File: src/hw/bus_pkg.sv
// bus package: address and data widths, address map and region decode constants
`default_nettype none

package bus_pkg;

  // one bus address and one bus data word
  typedef logic [31:0] addr_t;
  typedef logic [31:0] data_t;

  // region is the top nibble of the address
  typedef logic [3:0] region_t;

  // address map, one region per slave
  localparam region_t REGION_RAM     = 4'h0;
  localparam region_t REGION_UART    = 4'hB;
  localparam region_t REGION_SYSCTRL = 4'hC;
  localparam region_t REGION_MTIMER  = 4'hF;

  // data ram, 4 KB of words
  localparam int unsigned RAM_WORDS = 1024;
  localparam int unsigned RAM_AW    = 10;

  // register offset taken from address bits 3..0
  // byte offsets of word registers
  localparam int unsigned REG_OFS_W = 4;

endpackage

`default_nettype wire

File: src/hw/bus_decoder.sv
// bus decoder: routes one master request to a slave by region and merges the responses
`default_nettype none
`timescale 1ns/1ns

module bus_decoder import bus_pkg::*; (
  input  wire        clk,
  input  wire        rst_i,
  // master side request
  input  wire        req_i,
  input  wire        we_i,
  input  addr_t      addr_i,
  input  data_t      wdata_i,
  // shared request lines toward the slaves
  output logic       we_o,
  output addr_t      addr_o,
  output data_t      wdata_o,
  // per slave select strobes
  output logic       ram_sel_o,
  output logic       sys_sel_o,
  output logic       mt_sel_o,
  output logic       uart_sel_o,
  // slave responses
  input  wire        ram_rsp_i,
  input  data_t      ram_rdata_i,
  input  wire        sys_rsp_i,
  input  data_t      sys_rdata_i,
  input  wire        mt_rsp_i,
  input  data_t      mt_rdata_i,
  input  wire        uart_rsp_i,
  input  data_t      uart_rdata_i,
  // master side response
  output logic       rsp_o,
  output data_t      rdata_o,
  output logic       err_o
);

  region_t region;
  logic    unmapped;
  logic    unmapped_q;

  assign region = addr_i[31:28];

  // slaves see the bus as is, only the select is decoded
  assign we_o    = we_i;
  assign addr_o  = addr_i;
  assign wdata_o = wdata_i;

  // one select per request, nothing for an unknown region
  always_comb begin
    ram_sel_o  = 1'b0;
    sys_sel_o  = 1'b0;
    mt_sel_o   = 1'b0;
    uart_sel_o = 1'b0;
    unmapped   = 1'b0;
    if (req_i) begin
      case (region)
        REGION_RAM:     ram_sel_o  = 1'b1;
        REGION_SYSCTRL: sys_sel_o  = 1'b1;
        REGION_MTIMER:  mt_sel_o   = 1'b1;
        REGION_UART:    uart_sel_o = 1'b1;
        default:        unmapped   = 1'b1;
      endcase
    end
  end

  // decoder answers unmapped requests itself, same latency as a slave
  always_ff @(posedge clk) begin
    if (rst_i) begin
      unmapped_q <= 1'b0;
    end else begin
      unmapped_q <= unmapped;
    end
  end

  assign rsp_o = ram_rsp_i | sys_rsp_i | mt_rsp_i | uart_rsp_i | unmapped_q;
  assign err_o = unmapped_q;

  // read data steered by whichever slave answered
  // zero on an error response
  always_comb begin
    if (ram_rsp_i) begin
      rdata_o = ram_rdata_i;
    end else if (sys_rsp_i) begin
      rdata_o = sys_rdata_i;
    end else if (mt_rsp_i) begin
      rdata_o = mt_rdata_i;
    end else if (uart_rsp_i) begin
      rdata_o = uart_rdata_i;
    end else begin
      rdata_o = '0;
    end
  end

endmodule

`default_nettype wire

File: config.mk
export PLATFORM = sky130hd
export DESIGN_NAME = bus_decoder
export DESIGN_NICKNAME = d
export VERILOG_FILES = /design/src/hw/bus_pkg.sv /design/src/hw/bus_decoder.sv
export SDC_FILE = /design/constraint.sdc
export NUM_CORES = 1
export LEC_CHECK = 0
export BUFFER_PORTS_ARGS = -buffer_cell sky130_fd_sc_hd__buf_4
export CORE_AREA = 2 2 116 118
export CTS_CLUSTER_SIZE = 12
export DETAILED_ROUTE_END_ITERATION = 8
export DIE_AREA = 0 0 118 120
export PLACE_DENSITY_LB_ADDON = 0.2
export SETUP_SLACK_MARGIN = 0.05
export SLEW_MARGIN = 20
export SYNTH_ARGS = -nofsm -noshare
export SYNTH_HDL_FRONTEND = slang
export SYNTH_SLANG_ARGS = --single-unit
File: constraint.sdc
create_clock -name clk -period 0.9 [get_ports clk]
set_input_delay 0.18 -clock clk [delete_from_list [all_inputs] [get_ports clk]]
set_output_delay 0.18 -clock clk [all_outputs]
set_load 0.01 [all_outputs]
## After elaboration in Yosys (flattened, before gate mapping)

Index checks and enable logic that the tools add are counted.

| word-level totals | value |
|---|---|
| bits in registers | 1 |
| latch bits | 0 |
| memory bits (writable) | 0 |
| ROM bits | 0 |
| bits of input ports | 200 |
| memories | 0 |

| cells by class | value |
|---|---|
| $add $sub $neg | 0 |
| multiply operators | 0 |
| div/mod/pow operators | 0 |
| order comparisons | 0 |
| equality and inequality tests | 3 |
| shift-type cells | 0 |
| mux-type cells | 13 |
| bitwise operators | 5 |
| reduce and logical (&&, ||, !) cells | 3 |

Operators by type and width:

| kind | count |
|---|---|
| $mux 32 | 4 |
| $eq 4x4->1 const B | 3 |
| $mux 1 | 9 |
| $logic_not 4->1 | 1 |
| $or 1x1->1 | 4 |
| $reduce_or 4->1 | 1 |
| $reduce_or 2->1 | 1 |
| $not 1->1 | 1 |

## Depth between registers and ports, before layout

Gate-level depths: netlist (run 1).

| logic depth | value |
|---|---|
| word-level depth | 4 |
| gate-level depth with buffers | 5 |
| gate-level depth less buffers | 3 |

## Worst setup path after synthesis (run 1)

OpenSTA, ideal clock, no wires.

| timing path | value |
|---|---|
| kind | input to output |
| from | input port mt_rsp_i |
| to | output port rdata_o[2] |
| data arrival time | 887 ps |
| required time | 720 ps |
| slack | -167 ps |
| stages | 5 |
| path through | buf_6 nor2b_4 buf_8 a22oi_1 a21oi_1 |

| on the way | value |
|---|---|
| cells in the longest elaborated chain, start to end | 3 |

Ends and longest elaborated chain:

| element | RTL line | source |
|---|---|---|
| start: declaration | bus_decoder.sv:27 | `input wire mt_rsp_i,` |
| $mux 32 | bus_decoder.sv:85 | `end else if (mt_rsp_i) begin` |
| $mux 32 | bus_decoder.sv:83 | `end else if (sys_rsp_i) begin` |
| $mux 32 | bus_decoder.sv:81 | `if (ram_rsp_i) begin` |
| end: declaration | bus_decoder.sv:33 | `output data_t rdata_o,` |

No other way between the ends.

## Worst setup path in the final report (run 1)

| timing path | value |
|---|---|
| from | input port uart_rsp_i |
| to | output port rdata_o[1] |

| on the way | value |
|---|---|
| cells in the longest elaborated chain, start to end | 4 |

Ends and longest elaborated chain:

| element | RTL line | source |
|---|---|---|
| start: declaration | bus_decoder.sv:29 | `input wire uart_rsp_i,` |
| $mux 32 | bus_decoder.sv:87 | `end else if (uart_rsp_i) begin` |
| $mux 32 | bus_decoder.sv:85 |  |
| $mux 32 | bus_decoder.sv:83 |  |
| $mux 32 | bus_decoder.sv:81 |  |

No other way between the ends.

==> results.md, run 1 <==
## STA
* **Max Transition Viols Final** 0
* **post-layout minimum cycle time** 1.24 ns
* **RSZ-0062 raised after global routing** true
* **worst hold slack across all endpoints** 0.351 ns
* **setup TNS** -10.31 ns
* **max-slew headroom at the worst pin** 0.845
* **worst-case setup margin in the final layout** -0.335 ns
* **Max Clk Rate** 810 MHz
* **final-report setup violation count** 36
* **Least-Margin Pin Slew** 0.232 ns
* **final worst-path cycle share** 1.37
* **final-report hold violation count** 0

## Synth
* **asr flop ratio synth** 0
* **post-synthesis instance area** 0.00137 mm2
* **post-synthesis share of cell area spent on and, or, nand and nor gates** 0.0858
* **Synthesized Nets** 399
* **share of the synthesized area in compound gates (AO/OA/AOI/OAI)** 0.457
* **number of distinct standard cells referenced by the synthesized netlist** 26
* **post-synthesis average cell area** 6.89 um2
* **post-synthesis sequential area ratio** 0.0146
* **Yosys Warn Count** 0
* **share of synthesized area spent on multiplexers** 0
* **xor/xnor share of the synthesized area** 0
* **main combinational cell family by area after synthesis** compound AO/OA/AOI/OAI gates
* **adder and majority cell fraction of the synthesized area** 0
* **flops & latches, synth** 1
* **number of synthesized flops with an enable pin** 0
* **Synth Flop Type** dfxtp_1
* **Cells after Synth** 199

## Finish
* **Inserted Diodes** 0
* **layout overhead on the synthesized area** 146%
* **most common cell after layout, fill and taps aside** buf_4
* **layout net count** 531
* **post-route non-filler standard cell count** 505
* **final standard cell utilization of the core** 0.260
* **max reg flops** 1
* **most frequent cells in the layout** 174 x buf_4, 30 x a22oi_2, 30 x a21oi_2
* **fin area** 0.00338 mm2
* **ratio of cells with drive above 1 in the final layout** 0.912

## Route
* **first-pass iteration count of the detailed router** 4
* **total length of routed wires** 8000 um
* **number of nets still failing antenna checks after routing** 0
* **detailed-route DRC error count** 0
* **via total after detailed routing** 2022
* **Vias per Instance** 4.00
* **drt first-iter violations** 41
* **average wire length per cell after detail routing** 15.8 um

## Min path
* **min-delay worst type** in2reg
* **hold path cells** 2
* **source of the worst hold timing path** rst_i
* **Hold Path End** err_o$_SDFF_PP0_

## GRT
* **number of antenna violations at the first check in global routing** 0
* **met3 track demand over resource in global routing** 0.0223
* **via count of the first global-routing pass** 2089
* **met2 Resource Use GR** 0.184
* **total grt overflow** 0
* **largest net degree at the start of global routing** 23
* **fraction of met1 tracks used by global routing** 0.109
* **most used routing layer** met2
* **global-route usage over all layers** 0.0979
* **first-pass GRT wire length** 11200 um

## Critical path
* **CP arrival** 1.06 ns
* **data required time at the worst endpoint** 0.72 ns
* **Largest delay share family, worst path** buffers and inverters
* **Crit. path cell count** 7
* **critical path fanouts, max** 7
* **buffers and inverters on the worst path** 4
* **worst path cell trace** buf_8 -> nor2b_4 -> buf_6 -> clkbuf_16 -> a22oi_2 -> a21oi_2 -> buf_4
* **crit path capture type** output port
* **biggest cell delay along the critical path** 0.16 ns
* **type of the worst setup path** in2out
* **Critical Path Source Type** input pin
* **cell with the biggest individual delay on the critical path** clkbuf_16

## Placed design
* **count of placed standard cells including taps** 493
* **number of buffer cells added on primary ports** 180
* **placed wire-length estimate** 5870 um
* **Place WS** -0.391 ns
* **area post-placement** 0.00273 mm2
* **routability congestion estimate from global placement** 0.719

## Floorplan
* **starting density of the core** 0.106
* **die span in y** 120 um
* **die outline width** 118 um
* **# rows** 42
* **Die ar.** 0.0142 mm2
* **number of top-level pins** 303
* **Core Box Area** 0.0130 mm2

## Pwr
* **Leakage** 1.43 nW
* **pwr/cell area** 536 mW/mm2
* **post-layout power** 1.81 mW
* **worst vdd rail ir drop** 0.302 mV

## Run status
* **failing checks** setup timing
* **outcome** complete, but fails checks

## Clock network
* **Clk pin slew, worst setup/hold paths** 0 ns
* **number of buffers inserted by hold repair at cts** 0

## Job
* **Max-Cap Viols** 0

## metal layers
metal  vias up  wire [um]
met1       906       3030
met2       134       4020
met3        26        738
met5         -          0
li1        956          -
met4         0        215
## timing repair
action / in CTS / in global routing
pin swaps: 5 / 14
endpoints found under the setup margin: 38 / 38
endpoints found under the hold margin: 0 / 0
setup buffers: 4 / 2
resized for setup: 37 / 49
gates cloned: 2 / 4
## worst max path at each step
stage                     startpoint           to  slack, ns
after global routing      uart_rsp_i  rdata_o[15]      -0.37
after detailed placement   ram_rsp_i  rdata_o[12]      -0.39
after global placement     ram_rsp_i  rdata_o[16]      -0.39
after CTS                  ram_rsp_i  rdata_o[29]      -0.34
final                     uart_rsp_i   rdata_o[1]      -0.34
after floorplan             mt_rsp_i  rdata_o[22]      -0.11
## area by class of cell
| cell class | instances | area, um2 |
|---|---|---|
| well taps | 176 | 220 |
| flip-flops and latches | 1 | 20.0 |
| repair buffers | 211 | 1950 |
| fillers | 1421 | 9600 |
| multi-input cells | 115 | 1170 |
| inverters | 2 | 11.3 |
## cells by family after synthesis
family,Yosys count
AND/OR/NAND/NOR,20
AO/OA/AOI/OAI,95
flip-flops,1
buffers and inverters,83
## Yosys cell counts, drive strengths merged, types with 2 or more instances
library cell   n  area (um2)
o22ai         31         194
nand2          4        15.0
a22oi         30         250
inv            2        7.51
nand3          2        10.0
a31oi          2        12.5
nand3b         2        15.0
buf           81         599
nor3           2        10.0
a21oi         30         158
nor2           3        11.3
## power by group
part	internal [mW]	leakage, nW	switching (mW)
combinational	1.07	1.42	0.690
clock	0	0	0
sequential	0.0480	0.00829	0.00190
No activity file was read; power rests on OpenSTA's default activity.
==> run 2, diff against run 1 <==
--- a/config.mk
+++ b/config.mk
@@ -10,7 +10,7 @@
 export CTS_CLUSTER_SIZE = 12
 export DETAILED_ROUTE_END_ITERATION = 8
 export DIE_AREA = 0 0 118 120
-export PLACE_DENSITY_LB_ADDON = 0.2
+export PLACE_DENSITY = 0.45
 export SETUP_SLACK_MARGIN = 0.05
 export SLEW_MARGIN = 20
 export SYNTH_ARGS = -nofsm -noshare
==> run 2 against run 1 <==
The run still ends with setup timing left. Global-route usage increased by 0.38 points. Sequential share of layout area about the same. First-iteration DRC count increased by 9.8%. Design area decreased by 7.3%. Highest routed layer unchanged.
==> results.md, run 2 (synthesized netlist as in run 1, its figures left out) <==
## STA
* **max-slew headroom at the worst pin** 0.832, -0.0129
* **RSZ-0062 raised after global routing** true
* **setup TNS** -8.56 ns, +1.74 ns
* **post-layout minimum cycle time** 1.18 ns, -0.0586 ns
* **Max Transition Viols Final** 0, unchanged
* **Max Clk Rate** 850 MHz, +5.0%
* **Least-Margin Pin Slew** 0.250 ns, +0.0187 ns
* **worst-case setup margin in the final layout** -0.277 ns, +0.0586 ns
* **final-report setup violation count** 36, unchanged
* **worst hold slack across all endpoints** 0.355 ns, +0.00414 ns
* **final-report hold violation count** 0, unchanged
* **final worst-path cycle share** 1.31, -0.0651

## Placed design
* **placed wire-length estimate** 6120 um, +4.2%
* **Place WS** -0.394 ns, -0.00299 ns
* **number of buffer cells added on primary ports** 180, unchanged
* **area post-placement** 0.00272 mm2, -0.55%
* **routability congestion estimate from global placement** 0.718, -0.11%
* **count of placed standard cells including taps** 496, +0.61%

## Finish
* **fin area** 0.00313 mm2, -7.3%
* **post-route non-filler standard cell count** 503, -0.40%
* **most common cell after layout, fill and taps aside** buf_4
* **final standard cell utilization of the core** 0.241, -0.0191
* **most frequent cells in the layout** 180 x buf_4, 30 x a21oi_2, 17 x o22ai_1
* **filler instances** 1426, +0.35%
* **layout net count** 529, -0.38%
* **ratio of cells with drive above 1 in the final layout** 0.869, -0.0434
* **layout overhead on the synthesized area** 128%
* **combined area of the multi-input logic cells** 0.00107 mm2, -8.5%
* **Inserted Diodes** 0, unchanged
* **Register Area** 20.0 um2, unchanged
* **max reg flops** 1, unchanged

## Clock network
* **Clk pin slew, worst setup/hold paths** 0 ns, unchanged

## Pwr
* **worst vdd rail ir drop** 0.258 mV, -15%
* **Leakage** 1.36 nW, -4.8%
* **pwr/cell area** 537 mW/mm2, about the same
* **post-layout power** 1.68 mW, -7.3%

## GRT
* **first-pass GRT wire length** 11500 um, +2.0%
* **largest net degree at the start of global routing** 23, unchanged
* **via count of the first global-routing pass** 2133, +2.1%
* **number of antenna violations at the first check in global routing** 0, unchanged
* **total grt overflow** 0, unchanged
* **global-route usage over all layers** 0.102, +0.00380

## Critical path
* **data required time at the worst endpoint** 0.72 ns, about the same
* **Critical Path Source Type** input pin
* **CP arrival** 1.00 ns, -0.06 ns
* **crit path capture type** output port
* **biggest cell delay along the critical path** 0.19 ns, +0.03 ns
* **type of the worst setup path** in2out
* **worst path cell trace** buf_12 -> nor2b_4 -> buf_12 -> a22oi_1 -> a21oi_2 -> buf_4
* **CP most frequent cell** buf_12
* **critical path fanouts, max** 15, +8
* **cell with the biggest individual delay on the critical path** buf_12

## Route
* **via total after detailed routing** 2025, +0.15%
* **drt first-iter violations** 45, +9.8%
* **Vias per Instance** 4.03, +0.55%
* **total length of routed wires** 8030 um, +0.37%
* **first-pass iteration count of the detailed router** 4, unchanged
* **average wire length per cell after detail routing** 16.0 um, +0.77%
* **number of nets still failing antenna checks after routing** 0, unchanged
* **detailed-route DRC error count** 0, unchanged

## Floorplan
* **starting density of the core** 0.106, unchanged
* **Die ar.** 0.0142 mm2, unchanged
* **Core Box Area** 0.0130 mm2, unchanged
* **die span in y** 120 um, unchanged
* **die outline width** 118 um, unchanged
* **# rows** 42, unchanged
* **number of top-level pins** 303, unchanged

## Min path
* **source of the worst hold timing path** rst_i
* **hold path cells** 2, unchanged
* **min-delay worst type** in2reg
* **Hold Path End** err_o$_SDFF_PP0_

## Run status
* **outcome** complete, but fails checks
* **failing checks** setup timing

## Job
* **Max-Cap Viols** 0, unchanged

==> run 2: cell type report <==
type,instances,area share
Timing Repair Buffer,209,0.577
Multi-Input combinational cell,115,0.343
Tap cell,176,0.0704
Sequential cell,1,0.00640
Inverter,2,0.00320
==> run 2: worst max path at each step <==
stage,from,end,slack (ns),cells past startpoint
2_1_floorplan,mt_rsp_i,rdata_o[22],-0.11,5
3_3_place_gp,ram_rsp_i,rdata_o[13],-0.34,6
3_5_place_dp,ram_rsp_i,rdata_o[13],-0.39,6
4_1_cts,mt_rsp_i,rdata_o[3],-0.29,6
5_1_grt,mt_rsp_i,rdata_o[17],-0.34,6
6_report,mt_rsp_i,rdata_o[12],-0.28,6
==> run 2: report_power, final <==
| part | switching [mW] | leakage, nW | internal (mW) |
|---|---|---|---|
| Sequential | 0.00297 | 0.00829 | 0.0481 |
| Clock | 0 | 0 | 0 |
| Combinational | 0.646 | 1.35 | 0.982 |
==> run 2: layer usage <==
layer	share of wire	GRT usage	vias up
li1	-	-	951
met1	0.36	0.108	919
met2	0.53	0.195	121
met3	0.081	0.0257	34
met4	0.031	0.0324	0
met5	0	0	-
==> run 2: timing repair <==
action                     CTS  global route
gates resized for setup     54            12
hold buffers                 0             0
hold endpoints to repair     0             0
cloned                       3             1
pin swaps                    9             8
buffers inserted             1             2
setup endpoints to repair   38            38
==> run 2: critical path: cells and delay by family <==
| kind | cells | cell delay [ns] |
|---|---|---|
| simple gates | 1 | 0.17 |
| compound gates | 2 | 0.21 |
| buf+inv | 3 | 0.44 |
==> run 3, diff against run 2 <==
==> constraint.sdc (replaced) <==
create_clock -name clk -period 1 [get_ports clk]
set_input_delay 0.2 -clock clk [delete_from_list [all_inputs] [get_ports clk]]
set_output_delay 0.2 -clock clk [all_outputs]
set_load 0.01 [all_outputs]
==> run 3 against run 2 <==
The run still ends with setup timing left. Sequential share of layout area is 0.068 points lower. Design area grew 12%. First-iteration DRC count decreased by 22%. Cell count is the same. Combinational power rose by 5%. Via count up 2.4%. Routed wire length is 10% higher. Global-route usage is 1.0 points higher. Critical path type unchanged. Largest cell class unchanged. Largest power group unchanged. Highest routed layer unchanged.
==> results.md, run 3 (synthesized netlist as in run 1, its figures left out) <==
## Critical path
* **data required time at the worst endpoint** 0.80 ns, +0.08 ns
* **CP arrival** 1.04 ns, +0.04 ns
* **buffers and inverters on the worst path** 5, +2
* **Largest delay share family, worst path** buffers and inverters
* **cell with the biggest individual delay on the critical path** o22ai_2
* **Critical Path Source Type** input pin
* **worst path cell trace** buf_8 -> clkinvlp_4 -> buf_6 -> buf_16 -> o22ai_2 -> a21oi_2 -> buf_4
* **crit path capture type** output port
* **biggest cell delay along the critical path** 0.17 ns, -0.02 ns
* **critical path fanouts, max** 7, -8
* **type of the worst setup path** in2out

## STA
* **Max Clk Rate** 807 MHz
* **final-report hold violation count** 0, unchanged
* **max-slew headroom at the worst pin** 0.807, -0.0248
* **post-layout minimum cycle time** 1.24 ns
* **Max Transition Viols Final** 0, unchanged
* **Least-Margin Pin Slew** 0.288 ns, +0.0375 ns
* **final-report setup violation count** 34, -5.6%
* **RSZ-0062 raised after global routing** true
* **final worst-path cycle share** 1.24
* **worst-case setup margin in the final layout** -0.239 ns, +0.0376 ns

## Route
* **number of nets still failing antenna checks after routing** 0, unchanged
* **Vias per Instance** 4.12, +2.4%
* **average wire length per cell after detail routing** 17.6 um, +10%
* **total length of routed wires** 8860 um, +10%
* **drt first-iter violations** 35, -22%
* **via total after detailed routing** 2074, +2.4%
* **detailed-route DRC error count** 0, unchanged
* **first-pass iteration count of the detailed router** 3, -1

## Pwr
* **Leakage** 1.44 nW, +5.7%
* **worst vdd rail ir drop** 0.231 mV, -10%
* **pwr/cell area** 500 mW/mm2, -6.8%

## Finish
* **layout overhead on the synthesized area** 155%
* **post-route non-filler standard cell count** 503, unchanged
* **max reg flops** 1, unchanged
* **fin area** 0.00350 mm2, +12%
* **most frequent cells in the layout** 176 x buf_4, 30 x a21oi_2, 24 x o22ai_4
* **most common cell after layout, fill and taps aside** buf_4
* **layout net count** 529, unchanged
* **Inserted Diodes** 0, unchanged
* **ratio of cells with drive above 1 in the final layout** 0.920, +0.0520

## GRT
* **global-route usage over all layers** 0.112, +0.0105
* **first-pass GRT wire length** 12600 um, +9.8%
* **via count of the first global-routing pass** 2230, +4.5%
* **largest net degree at the start of global routing** 20, -13%
* **total grt overflow** 0, unchanged
* **number of antenna violations at the first check in global routing** 0, unchanged

## Floorplan
* **die outline width** 118 um, unchanged
* **# rows** 42, unchanged
* **Die ar.** 0.0142 mm2, unchanged
* **die span in y** 120 um, unchanged
* **number of top-level pins** 303, unchanged
* **starting density of the core** 0.106, unchanged
* **Core Box Area** 0.0130 mm2, unchanged

## Placed design
* **routability congestion estimate from global placement** 0.730, +1.6%
* **count of placed standard cells including taps** 491, -1.0%
* **number of buffer cells added on primary ports** 180, unchanged
* **area post-placement** 0.00270 mm2, -0.69%
* **Place WS** -0.367 ns, +0.0270 ns
* **placed wire-length estimate** 6430 um, +5.1%

## Run status
* **failing checks** setup timing
* **outcome** complete, but fails checks

## Job
* **Max-Cap Viols** 0, unchanged

## Clock network
* **Clk pin slew, worst setup/hold paths** 0 ns, unchanged
* **number of buffers inserted by hold repair at cts** 0, unchanged

## Min path
* **min-delay worst type** in2reg

-- run 3: cell count changes in the layout (fill, tap and decap cells not counted), sizes merged --
| cell | previous run | this run |
|---|---|---|
| buf | 208 | 207 |
| bufbuf | 0 | 1 |
| clkinvlp | 0 | 1 |
| inv | 2 | 1 |
-- run 3: repair_timing --
item	CTS	global route
endpoints found under the setup margin	38	38
pin swaps	20	17
gates cloned	3	2
buffers inserted	8	0
resized for setup	77	38
-- run 3: stage by stage --
step | hold slack (ns) | utilization | power (mW) | setup TNS (ns)
floorplan | 0.277 | - | 0.799 | -1.37
global placement | 0.378 | 0.208 | 1.33 | -10.67
detailed placement | 0.370 | 0.208 | 1.34 | -11.36
CTS | 0.370 | 0.250 | 1.62 | -7.44
global route | 0.384 | 0.270 | 1.86 | -8.66
finish | 0.370 | 0.270 | 1.75 | -7.08
-- run 3: path summary, 6_finish.rpt --
path / from / to / slack (ns) / cells after the start
worst max-delay path: ram_rsp_i / rdata_o[10] / -0.24 / 7
worst min-delay path: rst_i / err_o$_SDFF_PP0_ / 0.37 / 2
-- run 3: layer usage --
layer  track usage  share of wire  wire length, um
met1         0.115           0.34             3050
met2         0.225           0.55             4900
met3        0.0323          0.082              723
met4        0.0203          0.021              186
met5             0              0                0
-- run 3: power by group --
| group | switching (mW) | internal [mW] | leakage, nW |
|---|---|---|---|
| clock | 0 | 0 | 0 |
| sequential | 0.00244 | 0.0432 | 0.00829 |
| combinational | 0.703 | 1.00 | 1.43 |
| total | 0.706 | 1.05 | 1.44 |
-- run 3: final cells by class --
type	instances	area, um2
Fill cell	1386	9480
Inverter	2	11.3
Multi-Input combinational cell	115	1380
Sequential cell	1	20.0
Tap cell	176	220
Timing Repair Buffer	209	1870
